**config.mk**
```make
export PLATFORM = sky130hd
export DESIGN_NAME = hazardUnit
export DESIGN_NICKNAME = d
export VERILOG_FILES = /design/src/rvPkg.sv /design/src/hazardUnit.sv
export VERILOG_INCLUDE_DIRS = /design/src
export SDC_FILE = /design/constraint.sdc
export NUM_CORES = 1
export LEC_CHECK = 0
export ABC_AREA = 1
export BUFFER_PORTS_ARGS = -buffer_cell sky130_fd_sc_hd__buf_2
export CORE_MARGIN = 3
export CORE_UTILIZATION = 40
export DETAILED_ROUTE_END_ITERATION = 6
export PLACE_DENSITY = 0.86
export SKIP_LAST_GASP = 1
export SLEW_MARGIN = 0
export SYNTH_ARGS = -nofsm -noshare
export SYNTH_HDL_FRONTEND = slang
export SYNTH_SLANG_ARGS = --single-unit
```
**constraint.sdc**
```tcl
create_clock -name vclk -period 0.89
set_input_delay 0.178 -clock vclk [all_inputs]
set_output_delay 0.178 -clock vclk [all_outputs]
set_load 0.05 [all_outputs]
```
**src/pipe_config.svh**
```systemverilog
`ifndef PIPE_CONFIG_SVH
`define PIPE_CONFIG_SVH

// Datapath and address width
`define XLEN 32

// Register index width, 32 architectural registers
`define REG_ADDR_W 5

// Data memory size in 32-bit words
`define DMEM_WORDS 64

`endif

```
**src/rvPkg.sv**
```systemverilog
package rvPkg;

  // ALU operation select
  typedef enum logic [2:0] {
    opAdd = 3'd0,
    opSub = 3'd1,
    opAnd = 3'd2,
    opOr  = 3'd3,
    opXor = 3'd4,
    opSlt = 3'd5,
    opSll = 3'd6,
    opSrl = 3'd7
  } aluOpT;

  // Writeback source
  typedef enum logic [1:0] {
    srcAlu = 2'd0,  // ALU result
    srcMem = 2'd1,  // Load data
    srcPc4 = 2'd2   // Link address for jumps
  } resultSrcT;

  // Operand forwarding select
  typedef enum logic [1:0] {
    fwdRf = 2'd0,   // Value read in decode
    fwdW  = 2'd1,   // Writeback result
    fwdM  = 2'd2    // Memory-stage ALU result
  } fwdSelT;

  // Branch condition
  typedef enum logic [1:0] {
    brEq = 2'd0,
    brNe = 2'd1,
    brLt = 2'd2,
    brGe = 2'd3
  } brCondT;

endpackage

```
**src/hazardUnit.sv**
```systemverilog
`timescale 1ns/1ps
`include "pipe_config.svh"

module hazardUnit (
  input  logic [`REG_ADDR_W-1:0] rs1D,
  input  logic [`REG_ADDR_W-1:0] rs2D,
  input  logic                   validD,
  input  logic [`REG_ADDR_W-1:0] rs1E,
  input  logic [`REG_ADDR_W-1:0] rs2E,
  input  logic [`REG_ADDR_W-1:0] rdE,
  input  rvPkg::resultSrcT       resultSrcE,
  input  logic                   regWriteE,
  input  logic [`REG_ADDR_W-1:0] rdM,
  input  logic                   regWriteM,
  input  logic [`REG_ADDR_W-1:0] rdW,
  input  logic                   regWriteW,
  input  logic                   pcSrcE,
  output rvPkg::fwdSelT          forwardAE,
  output rvPkg::fwdSelT          forwardBE,
  output logic                   stallD,
  output logic                   flushE
);

  logic loadE;
  logic useD;

  // Newest producer wins, x0 is never forwarded
  function automatic rvPkg::fwdSelT fwdFor(input logic [`REG_ADDR_W-1:0] rs);
    rvPkg::fwdSelT sel;
    if (regWriteM && (rdM != '0) && (rdM == rs)) begin
      sel = rvPkg::fwdM;
    end else if (regWriteW && (rdW != '0) && (rdW == rs)) begin
      sel = rvPkg::fwdW;
    end else begin
      sel = rvPkg::fwdRf;
    end
    return sel;
  endfunction

  always_comb begin
    forwardAE = fwdFor(rs1E);
    forwardBE = fwdFor(rs2E);
  end

  assign loadE  = regWriteE & (resultSrcE == rvPkg::srcMem) & (rdE != '0);
  assign useD   = validD & ((rs1D == rdE) | (rs2D == rdE));
  assign stallD = loadE & useD;        // Clears itself once the load leaves E
  assign flushE = stallD | pcSrcE;     // Bubble on stall, squash on redirect

endmodule

```
==> results.txt, run 1 <==
----------------------------------------------------
[Placed design]
  Global placer's final weighted congestion ... 0.814
  I/O Buffers ... 48
  Placed wire-length estimate after detailed placement ... 1.37 mm
  Post-detailed-placement cell area ... about 880 µm²

[Floorplanning]
  Starting density of the core ... 0.446
  Die outline width ... 42.1 µm
  I/O pins ... between 40 and 50
  Std cell rows ... 12
  Die Y-Extent ... 42.1 µm

[Logic synthesis]
  Cells after synthesis ... 100
  Yosys warning total ... 0
  Post-synthesis sequential area ratio ... 0
  Post-synth net total ... roughly 140
  Unique cell type count in the Yosys netlist ... 15
  Syn Area/Cell ... 5.22 µm²
  Post-synthesis instance area ... 522 µm²

[Timing]
  Kind of the worst endpoint ... primary output
  Last worst endpoint in the global-route repair_timing ... stallD

[Global routing]
  Largest net degree at the start of global routing ... 6

[Status]
  Stage reached ... 5_1_grt
  Error msg ... [ERROR DPL-0038] Utilization greater than 100%, impossible to legalize
  Run status ... stopped before the end

[CTS]
  Buffers inserted during post-CTS setup optimization ... 0

----------------------------------------------------
## stage by stage
| step | hold slack, ps | cells | setup WS (ps) | utilization |
|---|---|---|---|---|
| 4_1_cts | 680 | 162 | -321 | 0.947 |
| 3_5_place_dp | 767 | 162 | -475 | 0.754 |
| 3_3_place_gp | 762 | 162 | -468 | 0.754 |
| 2_1_floorplan | 532 | 100 | -436 | - |
## timing repair
action                                  4_1_cts
gates resized for setup                      59
hold buffers                                  0
pin swaps                                    31
endpoints found under the setup margin        6
## cell usage after synthesis
cell type	n	share of area
nand4_1	2	0.024
inv_1	12	0.086
nor2_1	14	0.10
nor3_1	2	0.019
nor3_2	2	0.038
xnor2_1	19	0.32
nand3_1	4	0.038
and3_1	1	0.012
inv_2	4	0.029
nand2_2	1	0.012
nand3b_1	1	0.014
nor2_2	1	0.012
clkinv_1	1	0.0072
xor2_1	3	0.050
nand2_1	33	0.24
## kinds of logic after synthesis
family	after synthesis	synth area share
buffers and inverters	17	0.122
xor gates and xnor gates	22	0.369
and+or+nand+nor	61	0.508
==> inputs of run 2 (changes only) <==
--- a/config.mk
+++ b/config.mk
@@ -8,10 +8,10 @@
 export LEC_CHECK = 0
 export ABC_AREA = 1
 export BUFFER_PORTS_ARGS = -buffer_cell sky130_fd_sc_hd__buf_2
-export CORE_MARGIN = 3
-export CORE_UTILIZATION = 40
+export CORE_AREA = 3 3 64 66
 export DETAILED_ROUTE_END_ITERATION = 6
-export PLACE_DENSITY = 0.86
+export DIE_AREA = 0 0 67 69
+export PLACE_DENSITY_LB_ADDON = 0.15
 export SKIP_LAST_GASP = 1
 export SLEW_MARGIN = 0
 export SYNTH_ARGS = -nofsm -noshare
==> run 2 against run 1 <==
The flow now finishes, with violations (setup timing); synthesized area is the same; synthesized cell count is the same.
==> results.txt, run 2 <==
----------------------------------------------------
[Hold path]
  Start point of the worst min-delay path ... pcSrcE
  Worst min-delay path category ... in -> out

[Floorplanning]
  Die Y-Extent ... ~69 µm
  Die outline width ... 67 µm
  Std-Cell Core Area ... 0.00363 mm²
  Overall die area ... 0.00462 mm²
  Starting density of the core ... 0.144
  I/O pins ... 48
  Std cell rows ... 22

[Worst setup path]
  Worst path required time ... 710 ps
  Critical Path Fanout Max ... 3
  Critical path capture point type ... output pin
  CP Launch Point ... rdM[0]
  Kind of launch point of the worst setup path ... input pin
  Slowest cell delay on critical path ... 260 ps
  Slowest cell on crit path ... nor3_4
  Critical path type ... in -> out
  Worst path cell trace ... buf_6 -> xnor2_2 -> nand3_2 -> nor3_4 -> nor2_4 -> buf_8
  Critical path arrival ... 1020 ps

[Global routing]
  Largest net degree at the start of global routing ... 6
  Vias in the first global route ... 701
  Antenna violations before repair ... 0
  Total congestion overflow ... 0
  GR Util All Layers ... 0.0780
  Wire length of the first global-routing pass ... slightly below 3 mm

[Timing]
  Minimum period implied by the final worst setup slack ... roughly 1200 ps
  Hold Fails Final Rpt ... 0
  Setup repair after global routing missed its margin ... true
  Max-slew headroom at the worst pin ... 0.852
  Worst hold slack ... 681 ps
  Share of the cycle needed by the critical path after routing ... 1.35
  Fmax ... about 830 MHz
  Transition time at the pin with the least slew margin ... 222 ps
  Final-report max-slew violation count ... 0
  Final count of negative-setup-slack endpoints ... 6
  Final worst setup slack ... -311 ps

[Logic synthesis]
  Dominant combinational cell family by area after synthesis ... simple AND/OR/NAND/NOR gates
  Cell taking the most area after synthesis ... xnor2_1
  Arithmetic-cell share of the synthesized area counting full adders, half adders and majority gates ... 0
  Most area-consuming cells after synthesis ... xnor2_1, nand2_1, nor2_1, inv_1, xor2_1
  Top post-synthesis cells by count ... nand2_1, xnor2_1, nor2_1
  Syn Area/Cell ... 5.22 µm²
  Count leader, synth ... nand2_1
  Xor/xnor cell area share of the yosys netlist ... 0.369
  Cells after synthesis ... 100
  Yosys warning total ... 0
  Post-synth net total ... 142
  Top-area cell type share of the netlist area ... 0.319
  Post-synthesis sequential area ratio ... 0
  Unique cell type count in the Yosys netlist ... 15
  Post-synthesis instance area ... between 500 and 600 µm²
  Multiplexer share of the synthesized area ... 0
  Post-synthesis share of cell area spent on and, or, nand and nor gates ... 0.508
  Fraction of the mapped netlist area in compound gates ... 0

[Cells and area]
  Multi-input gate area in the final layout ... 659 µm²
  Commonest non-fill, non-tap cells in the layout ... nand2_1, buf_2, buf_6, xnor2_2, nand2_2
  Layout net count ... ~190
  Register Area ... 0 µm²
  Total of fill cells in the finished design ... 399
  Total of clock buffers placed in the layout ... 0
  Proportion of layout cells with a drive suffix above 1 ... 0.649
  Diode insertion count for antenna repair ... 0
  Most frequent standard cell in the layout excluding fill and tap cells ... nand2_1
  Synth-to-Final Area Change ... 139%
  Total number of sequential cells ... 0

[Routing]
  Per-cell via count in the routed design ... 3.69
  First DRT Iteration DRCs ... 18
  Antenna-violating nets left ... 0
  Routed wirelength normalized by instance count ... 9.40 µm
  Number of vias in the routed layout ... between 700 and 800
  Router iterations before antenna repair ... 4
  Remaining DRCs ... 0
  WL final ... 1.84 mm

[Placed design]
  Global placer's final weighted congestion ... 0.723
  Placed wire-length estimate after detailed placement ... roughly 1.6 mm
  Worst slack at placement ... -484 ps
  I/O Buffers ... 48

[Status]
  Violated checks ... setup timing
  Run status ... finished with violations

[Power]
  Leakage power total ... 0.616 nW
  Pwr per Cell Area ... 453 mW/mm²
  Total power of the final layout ... 564 µW
  Worst vdd ir ... 0.113 mV

[Flow run]
  # Max-Cap Violations ... 0

[CTS]
  Buffers inserted during post-CTS setup optimization ... 0

----------------------------------------------------
-- run 2: routing by layer --
metal | wire (µm) | global-route usage
met2 | 1050 | 0.147
met3 | 85 | 0.00326
met1 | 712 | 0.101
met4 | 0 | 0
met5 | 0 | 0
-- run 2: worst paths after layout --
kind                  depth (start not counted)      endpoint
worst max-delay path                          6  forwardBE[0]
worst min-delay path                          4        flushE
-- run 2: worst max-delay path: cells and delay by family --
family                 cells  cell delay [ps]
AND/OR/NAND/NOR            3              430
buffers and inverters      2              260
XOR/XNOR                   1              160
-- run 2: what timing repair did --
action / in CTS / in global routing
pin swaps: 25 / 28
gates resized for setup: 55 / 35
hold buffers: 0 / 0
endpoints found under the setup margin: 6 / 6
-- run 2: cell families (layout without fill, tap and decap cells) --
| group | count (synthesis) | after routing |
|---|---|---|
| xor+xnor | 22 | 22 |
| buf+inv | 17 | 65 |
| simple gates | 61 | 61 |
-- run 2: power breakdown --
group / switching (mW) / leakage (nW) / total, mW / internal [mW]
clock network: 0 / 0 / 0 / 0
logic: 0.253 / 0.616 / 0.564 / 0.310
registers: 0 / 0 / 0 / 0
-- run 2: layout make-up --
cell class / count / share of cell area
multi-input cells: 83 / 0.530
well taps: 48 / 0.0482
repair buffers: 48 / 0.360
inverters: 17 / 0.0623
-- run 2: stage by stage --
stage	setup TNS, ps	instance area [µm²]	cells	utilization
5_1_grt	-2120	1240	196	0.343
4_1_cts	-1730	1130	196	0.312
2_1_floorplan	-1550	626	100	-
6_report	-1690	1240	196	0.343
3_5_place_dp	-2710	926	196	0.255
3_3_place_gp	-2670	926	196	0.255
(Power assumes the default switching activity.)
